<file path="config.mk">
export PLATFORM = sky130hd
export DESIGN_NAME = rc4_decrypt_top
export DESIGN_NICKNAME = d
export VERILOG_FILES = /design/src/hw/rc4_pkg.sv /design/src/hw/rc4_decrypt_top.sv /design/src/hw/rc4_word_xor.sv /design/src/hw/rc4_keystream.sv /design/src/hw/rc4_apb_regs.sv
export VERILOG_INCLUDE_DIRS = /design/src /design/src/hw
export SDC_FILE = /design/constraint.sdc
export NUM_CORES = 2
export LEC_CHECK = 0
export BUFFER_PORTS_ARGS = -buffer_cell sky130_fd_sc_hd__buf_2
export CAP_MARGIN = 20
export CORE_MARGIN = 1
export CORE_UTILIZATION = 35
export CTS_BUF_LIST = sky130_fd_sc_hd__clkbuf_8 sky130_fd_sc_hd__clkbuf_16
export DETAILED_ROUTE_END_ITERATION = 6
export SETUP_SLACK_MARGIN = 0.4
export SLEW_MARGIN = 20
export SYNTH_ARGS = -nofsm -noshare
export SYNTH_HDL_FRONTEND = slang
export SYNTH_HIERARCHICAL = 1
export SYNTH_SLANG_ARGS = --single-unit
</file>
<file path="constraint.sdc">
create_clock -name tb_clk -period 9.5 [get_ports tb_clk]
set_input_delay 0.95 -clock tb_clk [delete_from_list [all_inputs] [get_ports tb_clk]]
set_output_delay 0.95 -clock tb_clk [all_outputs]
set_load 0.01 [all_outputs]
</file>
<file path="src/hw/rc4_cfg.svh">
`ifndef RC4_CFG_SVH
`define RC4_CFG_SVH

//////////////////////////////////////////////////////////////////////
// Bus geometry
//////////////////////////////////////////////////////////////////////

// APB address width, enough for four word registers
`define RC4_ADDR_W 4

// APB data word width
`define RC4_DATA_W 32

//////////////////////////////////////////////////////////////////////
// Register byte offsets
//////////////////////////////////////////////////////////////////////

`define RC4_REG_CTRL   4'h0
`define RC4_REG_KEY    4'h4
`define RC4_REG_STATUS 4'h8
`define RC4_REG_DATA   4'hC

// Cipher state table entries
`define RC4_TABLE_SIZE 256

// Fixed key length in bytes
`define RC4_KEY_BYTES 4

`endif
</file>
<file path="src/hw/rc4_pkg.sv">
`include "rc4_cfg.svh"

package rc4_pkg;

	// One byte of the state table, the key or the keystream
	typedef logic [7:0] rc4_byte_t;

	// One bus data word
	typedef logic [`RC4_DATA_W-1:0] rc4_word_t;

	// Key word
	// Written whole over the bus as raw
	// Walked byte by byte by the key scheduler as bytes
	// Byte 0 sits in bits 7:0
	typedef union packed {
		rc4_word_t                      raw;
		rc4_byte_t [`RC4_KEY_BYTES-1:0] bytes;
	} rc4_key_u;

endpackage

</file>
<file path="src/hw/rc4_decrypt_top.sv">
`timescale 1ns/1ps
`include "rc4_cfg.svh"

module rc4_decrypt_top (
	input  logic                   tb_clk,
	input  logic                   rst_n,
	input  logic                   psel,
	input  logic                   penable,
	input  logic                   pwrite,
	input  logic [`RC4_ADDR_W-1:0] paddr,
	input  logic [`RC4_DATA_W-1:0] pwdata,
	output logic [`RC4_DATA_W-1:0] prdata,
	output logic                   pready,
	output logic                   pslverr
);
	import rc4_pkg::*;

	// Key and restart to the scheduler
	rc4_key_u  key;
	logic      start;
	logic      key_ready;

	// Ciphertext link, holding register to XOR stage
	rc4_word_t cipher_word;
	logic      cipher_valid;
	logic      cipher_ready;

	// Keystream link
	rc4_byte_t ks_byte;
	logic      ks_valid;
	logic      ks_ready;

	// Plaintext link back to the bus
	rc4_word_t plain_word;
	logic      plain_valid;
	logic      plain_ready;

	//////////////////////////////////////////////////////////////////////
	// Stages
	//////////////////////////////////////////////////////////////////////

	rc4_apb_regs i_regs (
		.tb_clk       (tb_clk),
		.rst_n        (rst_n),
		.psel         (psel),
		.penable      (penable),
		.pwrite       (pwrite),
		.paddr        (paddr),
		.pwdata       (pwdata),
		.key_ready    (key_ready),
		.cipher_ready (cipher_ready),
		.plain_word   (plain_word),
		.plain_valid  (plain_valid),
		.prdata       (prdata),
		.pready       (pready),
		.pslverr      (pslverr),
		.key          (key),
		.start        (start),
		.cipher_word  (cipher_word),
		.cipher_valid (cipher_valid),
		.plain_ready  (plain_ready)
	);

	rc4_keystream i_keystream (
		.tb_clk    (tb_clk),
		.rst_n     (rst_n),
		.key       (key),
		.start     (start),
		.ks_ready  (ks_ready),
		.key_ready (key_ready),
		.ks_byte   (ks_byte),
		.ks_valid  (ks_valid)
	);

	rc4_word_xor i_word_xor (
		.tb_clk       (tb_clk),
		.rst_n        (rst_n),
		.start        (start),
		.cipher_word  (cipher_word),
		.cipher_valid (cipher_valid),
		.ks_byte      (ks_byte),
		.ks_valid     (ks_valid),
		.plain_ready  (plain_ready),
		.cipher_ready (cipher_ready),
		.ks_ready     (ks_ready),
		.plain_word   (plain_word),
		.plain_valid  (plain_valid)
	);

endmodule

</file>
<file path="src/hw/rc4_word_xor.sv">
`timescale 1ns/1ps
`include "rc4_cfg.svh"

module rc4_word_xor (
	input  logic               tb_clk,
	input  logic               rst_n,
	input  logic               start,
	input  rc4_pkg::rc4_word_t cipher_word,
	input  logic               cipher_valid,
	input  rc4_pkg::rc4_byte_t ks_byte,
	input  logic               ks_valid,
	input  logic               plain_ready,
	output logic               cipher_ready,
	output logic               ks_ready,
	output rc4_pkg::rc4_word_t plain_word,
	output logic               plain_valid
);
	import rc4_pkg::*;

	// Byte lanes per data word
	localparam int LANES  = `RC4_DATA_W / 8;
	localparam int LANE_W = $clog2(LANES);

	logic              busy;
	logic [LANE_W-1:0] lane;
	logic              cipher_take;
	logic              ks_take;
	rc4_byte_t         lane_byte;

	// Idle only when no word is being worked on or held
	assign cipher_ready = ~busy & ~plain_valid;
	assign ks_ready     = busy;

	assign cipher_take = cipher_valid & cipher_ready;
	assign ks_take     = ks_valid & ks_ready;

	// Current lane, least significant byte first
	assign lane_byte = plain_word[lane*8 +: 8] ^ ks_byte;

	always_ff @(posedge tb_clk)
	begin
		if (!rst_n)
		begin
			busy        <= 1'b0;
			lane        <= '0;
			plain_valid <= 1'b0;
		end
		else if (start)
		begin
			// Restart drops the word in progress
			busy        <= 1'b0;
			lane        <= '0;
			plain_valid <= 1'b0;
		end
		else
		begin
			if (cipher_take)
			begin
				busy <= 1'b1;
				lane <= '0;
			end
			if (ks_take)
			begin
				lane <= lane + 1'b1;
				// Fourth byte finishes the word
				if (lane == LANE_W'(LANES - 1))
				begin
					busy        <= 1'b0;
					plain_valid <= 1'b1;
				end
			end
			if (plain_valid && plain_ready)
				plain_valid <= 1'b0;
		end
	end

	// Word register, ciphertext in and plaintext out
	always_ff @(posedge tb_clk)
	begin
		if (cipher_take)
			plain_word <= cipher_word;
		else if (ks_take)
			plain_word[lane*8 +: 8] <= lane_byte;
	end

endmodule

</file>
<file path="src/hw/rc4_keystream.sv">
`timescale 1ns/1ps
`include "rc4_cfg.svh"

module rc4_keystream (
	input  logic               tb_clk,
	input  logic               rst_n,
	input  rc4_pkg::rc4_key_u  key,
	input  logic               start,
	input  logic               ks_ready,
	output logic               key_ready,
	output rc4_pkg::rc4_byte_t ks_byte,
	output logic               ks_valid
);
	import rc4_pkg::*;

	// Key byte select width
	localparam int KEY_IDX_W = $clog2(`RC4_KEY_BYTES);

	// Last table index, end of fill and of key scheduling
	localparam rc4_byte_t LAST_IDX = rc4_byte_t'(`RC4_TABLE_SIZE - 1);

	//////////////////////////////////////////////////////////////////////
	// FSM encoding
	//////////////////////////////////////////////////////////////////////

	// Waiting for START
	localparam logic [3:0] ST_IDLE   = 4'd0;
	// Identity fill, one entry per cycle
	localparam logic [3:0] ST_INIT   = 4'd1;
	// Key scheduling, read S[i] and step j
	localparam logic [3:0] ST_KSA_RD = 4'd2;
	// Key scheduling, S[i] gets S[j]
	localparam logic [3:0] ST_KSA_WI = 4'd3;
	// Key scheduling, S[j] gets old S[i]
	localparam logic [3:0] ST_KSA_WJ = 4'd4;
	// Generation, step i, read S[i] and step j
	localparam logic [3:0] ST_GEN_RD = 4'd5;
	// Generation, S[i] gets S[j]
	localparam logic [3:0] ST_GEN_WI = 4'd6;
	// Generation, S[j] gets old S[i]
	localparam logic [3:0] ST_GEN_WJ = 4'd7;
	// Keystream byte offered until taken
	localparam logic [3:0] ST_OUT    = 4'd8;

	logic [3:0] state;

	// State table
	rc4_byte_t s_tbl [0:`RC4_TABLE_SIZE-1];

	rc4_byte_t idx_i;
	rc4_byte_t idx_j;
	rc4_byte_t i_nxt;
	rc4_byte_t rd_addr;
	rc4_byte_t s_rd_i;
	rc4_byte_t s_rd_j;
	rc4_byte_t key_byte;
	rc4_byte_t si_q;
	rc4_byte_t sj_q;
	rc4_byte_t ks_idx;

	//////////////////////////////////////////////////////////////////////
	// Table reads
	//////////////////////////////////////////////////////////////////////

	// Generation reads one entry ahead of i
	assign i_nxt   = idx_i + 8'd1;
	assign rd_addr = (state == ST_GEN_RD) ? i_nxt : idx_i;
	assign s_rd_i  = s_tbl[rd_addr];
	assign s_rd_j  = s_tbl[idx_j];

	// Key index is i modulo the key length
	assign key_byte = key.bytes[idx_i[KEY_IDX_W-1:0]];

	// Output index from the swapped pair, 8-bit wrap
	assign ks_idx  = si_q + sj_q;
	// No table writes happen in ST_OUT, so the lookup is stable
	assign ks_byte = s_tbl[ks_idx];
	assign ks_valid = (state == ST_OUT);

	//////////////////////////////////////////////////////////////////////
	// Table writes
	//////////////////////////////////////////////////////////////////////

	always_ff @(posedge tb_clk)
	begin
		case (state)
			ST_INIT:
				s_tbl[idx_i] <= idx_i;
			ST_KSA_WI, ST_GEN_WI:
				s_tbl[idx_i] <= s_rd_j;
			ST_KSA_WJ, ST_GEN_WJ:
				s_tbl[idx_j] <= si_q;
			default:
				;
		endcase
	end

	//////////////////////////////////////////////////////////////////////
	// Control
	//////////////////////////////////////////////////////////////////////

	always_ff @(posedge tb_clk)
	begin
		if (!rst_n)
		begin
			state     <= ST_IDLE;
			idx_i     <= '0;
			idx_j     <= '0;
			key_ready <= 1'b0;
		end
		else if (start)
		begin
			// START from any state reschedules from scratch
			state     <= ST_INIT;
			idx_i     <= '0;
			idx_j     <= '0;
			key_ready <= 1'b0;
		end
		else
		begin
			case (state)
				ST_INIT:
				begin
					idx_i <= i_nxt;
					// i wraps back to 0 for the swap loop
					if (idx_i == LAST_IDX)
						state <= ST_KSA_RD;
				end
				ST_KSA_RD:
				begin
					idx_j <= idx_j + s_rd_i + key_byte;
					state <= ST_KSA_WI;
				end
				ST_KSA_WI:
					state <= ST_KSA_WJ;
				ST_KSA_WJ:
				begin
					idx_i <= i_nxt;
					if (idx_i == LAST_IDX)
					begin
						// Generation starts with i and j at 0
						idx_j     <= '0;
						key_ready <= 1'b1;
						state     <= ST_GEN_RD;
					end
					else
						state <= ST_KSA_RD;
				end
				ST_GEN_RD:
				begin
					idx_i <= i_nxt;
					idx_j <= idx_j + s_rd_i;
					state <= ST_GEN_WI;
				end
				ST_GEN_WI:
					state <= ST_GEN_WJ;
				ST_GEN_WJ:
					state <= ST_OUT;
				ST_OUT:
				begin
					// Advance only once the byte is taken
					if (ks_ready)
						state <= ST_GEN_RD;
				end
				default:
					state <= ST_IDLE;
			endcase
		end
	end

	// Swap operands
	// si_q holds old S[i] for the second write
	// sj_q holds old S[j] for the output index
	always_ff @(posedge tb_clk)
	begin
		if (state == ST_KSA_RD || state == ST_GEN_RD)
			si_q <= s_rd_i;
		if (state == ST_GEN_WI)
			sj_q <= s_rd_j;
	end

endmodule

</file>
<file path="src/hw/rc4_apb_regs.sv">
`timescale 1ns/1ps
`include "rc4_cfg.svh"

module rc4_apb_regs (
	input  logic                   tb_clk,
	input  logic                   rst_n,
	input  logic                   psel,
	input  logic                   penable,
	input  logic                   pwrite,
	input  logic [`RC4_ADDR_W-1:0] paddr,
	input  logic [`RC4_DATA_W-1:0] pwdata,
	input  logic                   key_ready,
	input  logic                   cipher_ready,
	input  rc4_pkg::rc4_word_t     plain_word,
	input  logic                   plain_valid,
	output logic [`RC4_DATA_W-1:0] prdata,
	output logic                   pready,
	output logic                   pslverr,
	output rc4_pkg::rc4_key_u      key,
	output logic                   start,
	output rc4_pkg::rc4_word_t     cipher_word,
	output logic                   cipher_valid,
	output logic                   plain_ready
);
	import rc4_pkg::*;

	logic      access;
	logic      sel_ctrl;
	logic      sel_key;
	logic      sel_status;
	logic      sel_data;
	logic      unmapped;
	logic      early_data;
	logic      wr_done;
	logic      started;
	logic      hold_full;
	rc4_word_t status_word;

	//////////////////////////////////////////////////////////////////////
	// Address decode
	//////////////////////////////////////////////////////////////////////

	// Access phase of an APB transfer
	assign access = psel & penable;

	assign sel_ctrl   = (paddr == `RC4_REG_CTRL);
	assign sel_key    = (paddr == `RC4_REG_KEY);
	assign sel_status = (paddr == `RC4_REG_STATUS);
	assign sel_data   = (paddr == `RC4_REG_DATA);
	assign unmapped   = ~(sel_ctrl | sel_key | sel_status | sel_data);

	// Ciphertext pushed before the first START since reset
	assign early_data = sel_data & pwrite & ~started;

	// Error responses finish at once
	// DATA write waits for an empty holding register
	// DATA read waits for a finished plaintext word
	always_comb
	begin
		if (!access)
			pready = 1'b0;
		else if (unmapped || early_data)
			pready = 1'b1;
		else if (sel_data)
			pready = pwrite ? ~hold_full : plain_valid;
		else
			pready = 1'b1;
	end

	assign pslverr = access & (unmapped | early_data);

	// Write that completes without error this cycle
	assign wr_done = access & pwrite & pready & ~pslverr;

	// Pops the plaintext word as the DATA read completes
	assign plain_ready = access & ~pwrite & sel_data & plain_valid;

	//////////////////////////////////////////////////////////////////////
	// Read mux
	//////////////////////////////////////////////////////////////////////

	// STATUS bits: key_ready, plain_valid, cipher_busy
	assign status_word = {{(`RC4_DATA_W-3){1'b0}}, hold_full, plain_valid, key_ready};

	always_comb
	begin
		prdata = '0;
		if (sel_key)
			prdata = key.raw;
		else if (sel_status)
			prdata = status_word;
		else if (sel_data)
			prdata = plain_word;
	end

	//////////////////////////////////////////////////////////////////////
	// Control registers and holding register
	//////////////////////////////////////////////////////////////////////

	always_ff @(posedge tb_clk)
	begin
		if (!rst_n)
		begin
			key       <= '0;
			started   <= 1'b0;
			start     <= 1'b0;
			hold_full <= 1'b0;
		end
		else
		begin
			// START leaves as a one-cycle pulse after the CTRL write
			start <= wr_done & sel_ctrl & pwdata[0];
			if (wr_done && sel_ctrl && pwdata[0])
				started <= 1'b1;
			if (wr_done && sel_key)
				key.raw <= pwdata;
			// Restart drops any queued ciphertext
			if (start)
				hold_full <= 1'b0;
			else if (wr_done && sel_data)
				hold_full <= 1'b1;
			else if (cipher_valid && cipher_ready)
				hold_full <= 1'b0;
		end
	end

	// Ciphertext payload
	always_ff @(posedge tb_clk)
	begin
		if (wr_done && sel_data)
			cipher_word <= pwdata;
	end

	assign cipher_valid = hold_full;

endmodule

</file>
After elaboration in Yosys (flattened, before gate mapping) --
Memories as Yosys holds them, arrays and structs flattened. A register that Yosys moved wholly into a read port is not among the register bits. Cells that the tools add are included.
Operators by class: div/mod/pow operators 0, $lt $le $gt $ge 1, add/sub/neg operators 6, shifts and indexed selects 3, multipliers 0, bitwise logic cells 29, reduce and logical (&&, ||, !) cells 23, mux-type cells 39, eq/ne operators 18
Operators with widths (number):
- 32-bit 2-to-1 mux | 5
- 8-bit 2-to-1 mux | 8
- 5-bit negator with 34-bit output | 1
- 8-bit by 34-bit variable shift with 32-bit output (first input constant) | 1
- 8-bit by 34-bit variable part select with 32-bit output | 1
- 32-bit bitwise mux | 1
- 4-bit one-hot mux with 8 select lines | 1
- 32-bit by 6-bit variable part select with 8-bit output | 1
- 8-bit adder | 3
- 8-bit one-hot mux with 3 select lines | 1
- 4-bit by 3-bit == test with 1-bit output (second input constant) | 5
- 1-bit 2-to-1 mux | 17
- 8-bit binary-select mux with 2-bit select | 1
- 1-bit bitwise AND | 15
- 4-bit == test (second input constant) | 3
- 2-bit AND reduction | 5
- 8-bit by 1-bit adder with 8-bit output (second input constant) | 1
- 4-bit by 2-bit == test with 1-bit output (second input constant) | 2
- 8-bit == test (second input constant) | 1
- 4-bit 2-to-1 mux | 2
- 1-bit inverter | 8
- 8-bit OR reduction | 1
- 8-bit XOR | 1
- 1-bit logical AND | 6
- 17 further kinds | 28
Word-level totals: latch bits 0, logic and storage cells 136, RAM bits 2048, ROM bits 0, input bits 41, memories kept 1, flip-flop bits (word level) 140, output and inout port bits 34
Memories:
- i_keystream.s_tbl | depth 256, bits a word 8, read ports 3, clocked after memory_dff 1, wr ports 1, line rc4_keystream.sv:48 | rc4_byte_t s_tbl [0:`RC4_TABLE_SIZE-1];

Longest topological paths before layout --
depth after elaboration 12, mapped depth 32, gate-level depth less buffers 27

Cells and area by module --
The synthesis kept the hierarchy.
By module, submodules not included:
- rc4_keystream | area each 117819.2 µm², cells an instance 6631, instances 1, seq. area each 62560.0 µm²
- rc4_apb_regs | area each 2882.8 µm², cells an instance 247, instances 1, seq. area each 1661.6 µm²
- rc4_word_xor | area each 1968.1 µm², cells an instance 141, instances 1, seq. area each 1041.0 µm²

Worst setup path before layout --
Ideal clock, no wire load.
path type reg2reg, start point reg (tool-made name), end point mem i_keystream/s_tbl[0][3] in the netlist's numbering, data pin, path slack -0.528 ns, clock period less this slack 10.028 ns, buffers on the path 4, stages on the path, launching flop included 11, arrival 8.574 ns, library setup time 1.454 ns, data required time 8.046 ns, path through dfxtp_1 clkbuf_1 buf_2 clkbuf_1 clkbuf_1 mux4_2 mux4_2 mux4_2 mux4_2 mux2i_1 o21ai_1
RTL lines (line):
- end, declared | rc4_keystream.sv:48

==> metrics.md <==
| Metric | Value |
|---|---|
| Status | `finished, violations left` |
| Violated checks | `design-rule violations` |
| Root buffer cell | `clkbuf_16` |
| Startpoint Class | `flip-flop` |
| Leakage | `around 42 nW` |
| Post_cts resized | `0` |
| Dominant cell by count in the synthesized netlist | `edfxtp_1` |
| Inserted Clock Buffers | `around 240` |
| Critical Path AT | `between 9 and 10 ns` |
| Post-DP HPWL | `about 270000 µm` |
| Yosys top cell by area | `edfxtp_1` |
| Drt drc | `14` |
| Final setup violation count | `0` |
| Final GP Congestion | `approximately 0.95` |
| Post-CTS Setup Bufs | `0` |
| Unrepaired setup endpoints after global routing | `no` |
| Die boundary height | `594 µm` |
| Part of the power in registers | `about half` |
| Gr usage total | `23.6%` |
| Clock power frac | `a little under half` |
| Net Sw Frac | `approximately 21%` |
| Via count | `approximately 80000` |
| Area added between synthesis and finish | `11.9%` |
| Initial antenna violation count | `17` |
| Post-Place Setup Slack | `1.45 ns` |
| Share of post-route cells with drive strength above 1 | `~38%` |
| Core area | `0.349 mm²` |
| Worst slew pin tran | `1.23 ns` |
| Netlist cell types | `94` |
| Setup Total Neg Slack | `0 ns` |
| WHS Path Cells | `1` |
| Clock-pin slew on the worst setup and hold paths | `0.07 ns` |
| Synthesized area | `approximately 0.12 mm²` |
| EDFF count, synth | `2128` |
| Post-CTS Hold Buffers | `0` |
| Yosys top cell area share | `between 50% and 60%` |
| Sequential fraction of the synthesis area | `53.2%` |
| Port Buf Inserts | `74` |
| CP top delay family | `compound AO/OA/AOI/OAI gates` |
| Dominant cells by area after synthesis | `edfxtp_1, mux4_2, nand2_1` |
| Crit path kind | `reg2reg` |
| Clock Tree Buf Depth | `4` |
| Die extent in x | `approximately 590 µm` |
| Critical path peak fanout | `63` |
| Endpoint class of the critical path | `flip-flop` |
| H-tree depth | `4` |
| # rows | `approximately 220` |
| 1st-pass router iterations | `7` |
| Vias in the first global route | `76760` |
| CTS tree | `done` |
| Vias per Instance | `between 6 and 7` |
| I/O pin cnt | `75` |
| Critical path data required time | `10.31 ns` |
| R2R depth | `29` |
| Share of total power in combinational logic | `0.3%` |
| IR drop worst, VDD | `about 0.00015 V` |
| First-pass GRT wire length | `approximately 600000 µm` |
| Die area | `between 0.3 and 0.4 mm²` |
| Detail Route Antenna Nets | `0` |
| 1st-iter DRT viols | `~13000` |
| Clock Skew | `between 0.07 and 0.08 ns` |
| Synthesized net count | `~7000` |
| Int Pwr | `16.0 mW` |
| Clock Latency Late Sink | `approximately 0.96 ns` |
| Final Cycle Share | `about nine tenths` |
| Routed wire length | `~430000 µm` |
| Largest net degree at the start of global routing | `between 200 and 250` |
| Max-cap viol count | `0` |
| Fin. Hold Viols | `0` |
| Nets | `around 7000` |
| Minimum clock period | `around 8.4 ns` |
| Fmax | `approximately 120 MHz` |
| Sink Count | `between 2000 and 2500` |
| Register bit total from synthesis | `2196` |
| Mean Syn Cell Area | `17.5 µm²` |
| Final Max Slew Viols | `0` |
| Critical path's largest stage delay | `0.91 ns` |
| Slowest CP cell | `dfxtp_1` |
| Wire per inst | `36.3 µm` |
| CP Depth | `29` |
| Critical path buffer and inverter count | `4` |
| Total Power | `20.2 mW` |
| Total gr overflow | `0` |
| Ys async rst share | `0%` |
| Synth top cells by count | `edfxtp_1, mux4_2, nand2_1, nor2_1, clkbuf_1` |
| Slew headroom | `17.8%` |
| Power Density | `~150 mW/mm²` |
| Fill cell count | `between 30000 and 40000` |
| Cells after synthesis | `between 7000 and 8000` |
| Initial core utilization | `about a third` |
| Synth warn | `6` |
| Critical path's most frequent cell | `a21oi_1` |
| Synth Flop Type | `edfxtp_1` |
| Hold WC Path Type | `in2reg` |
| Psw | `approximately 4.2 mW` |
| Worst setup margin | `between 1 and 1.5 ns` |
## sequential cells by signal, indices dropped and copies added, names as in the netlist, 2 cells and up, named ones only
signal / count
i_keystream/s_tbl: 2048
i_regs/key: 32
i_keystream/idx_j: 8
i_keystream/state: 4
i_word_xor/plain_word: 32
i_regs/cipher_word: 32
i_keystream/si_q: 8
i_keystream/sj_q: 8
i_word_xor/lane: 2
i_keystream/idx_i: 8
## layer usage
layer | wire length (µm) | track usage (%)
met4 | 22300 | 10.5
met1 | 156000 | 31.4
met2 | 197000 | 36.6
met5 | 57 | 0
met3 | 51000 | 5.78
## stage by stage
step                      hold slack (ns)  util [%]  std cells  area [µm²]
after floorplan                     0.433         -       7019      123000
after global placement              0.458      36.9      11295      129000
after global routing                0.152      39.3      11759      137000
after detailed placement            0.475      36.9      11306      129000
final                               0.177      39.3      11760      137000
after CTS                           0.136      39.2      11751      137000
## cells by family (layout without fill, tap and decap cells)
logic type	Yosys count	in the layout	synth area share, %
flip-flops	2196	2196	53.2
multiplexers	1985	1985	34.5
XOR/XNOR	51	51	0.370
other	0	2	0
buffers and inverters	693	833	2.53
adder cells (fa/ha/maj)	30	30	0.324
AND/OR/NAND/NOR	1415	1415	5.23
AO/OA/AOI/OAI	649	649	3.84
## path summary, 6_finish.rpt
kind         slack (ns)                      to                 start
min                0.18  i_regs/cipher_word[13]            pwdata[13]
max reg2reg        1.13               flip-flop  i_keystream/state[0]
min reg2reg        0.48          i_regs/key[11]        i_regs/key[11]
max                1.13               flip-flop  i_keystream/state[0]
## layout by cell type, fill, tap and decap left out, drive strengths merged, types with 68 or more instances in the layout
| cell type | n |
|---|---|
| nand2 | 624 |
| nand3 | 140 |
| edfxtp | 2128 |
| dfxtp | 68 |
| clkinv | 109 |
| a311oi | 90 |
| buf | 367 |
| mux4 | 1794 |
| mux2i | 181 |
| a211oi | 90 |
| clkbuf | 240 |
| nor2 | 352 |
| a21oi | 111 |
## area by class of cell
| cell class | instances | area (µm²) | area share [%] |
|---|---|---|---|
| Sequential cell | 2196 | 65300 | 47.6 |
| Multi-Input combinational cell | 4130 | 54800 | 40.0 |
| Clock buffer | 240 | 6010 | 4.38 |
| Tap cell | 4599 | 5750 | 4.19 |
| Timing Repair Buffer | 367 | 3190 | 2.32 |
| Clock inverter | 205 | 2060 | 1.50 |
| Inverter | 21 | 78.8 | 0.0574 |
| Antenna cell | 2 | 5.00 | 0.00365 |
## power groups by stage
stage / sequential [mW] / clock [mW] / combinational [mW]
floorplan: 10.7 / 0 / 0.0325
global placement: 10.7 / 0 / 0.0549
detailed placement: 10.7 / 0 / 0.0558
CTS: 10.5 / 9.77 / 0.0562
global route: 10.5 / 10.1 / 0.0606
finish: 10.5 / 9.66 / 0.0569
(Power assumes the default switching activity.)
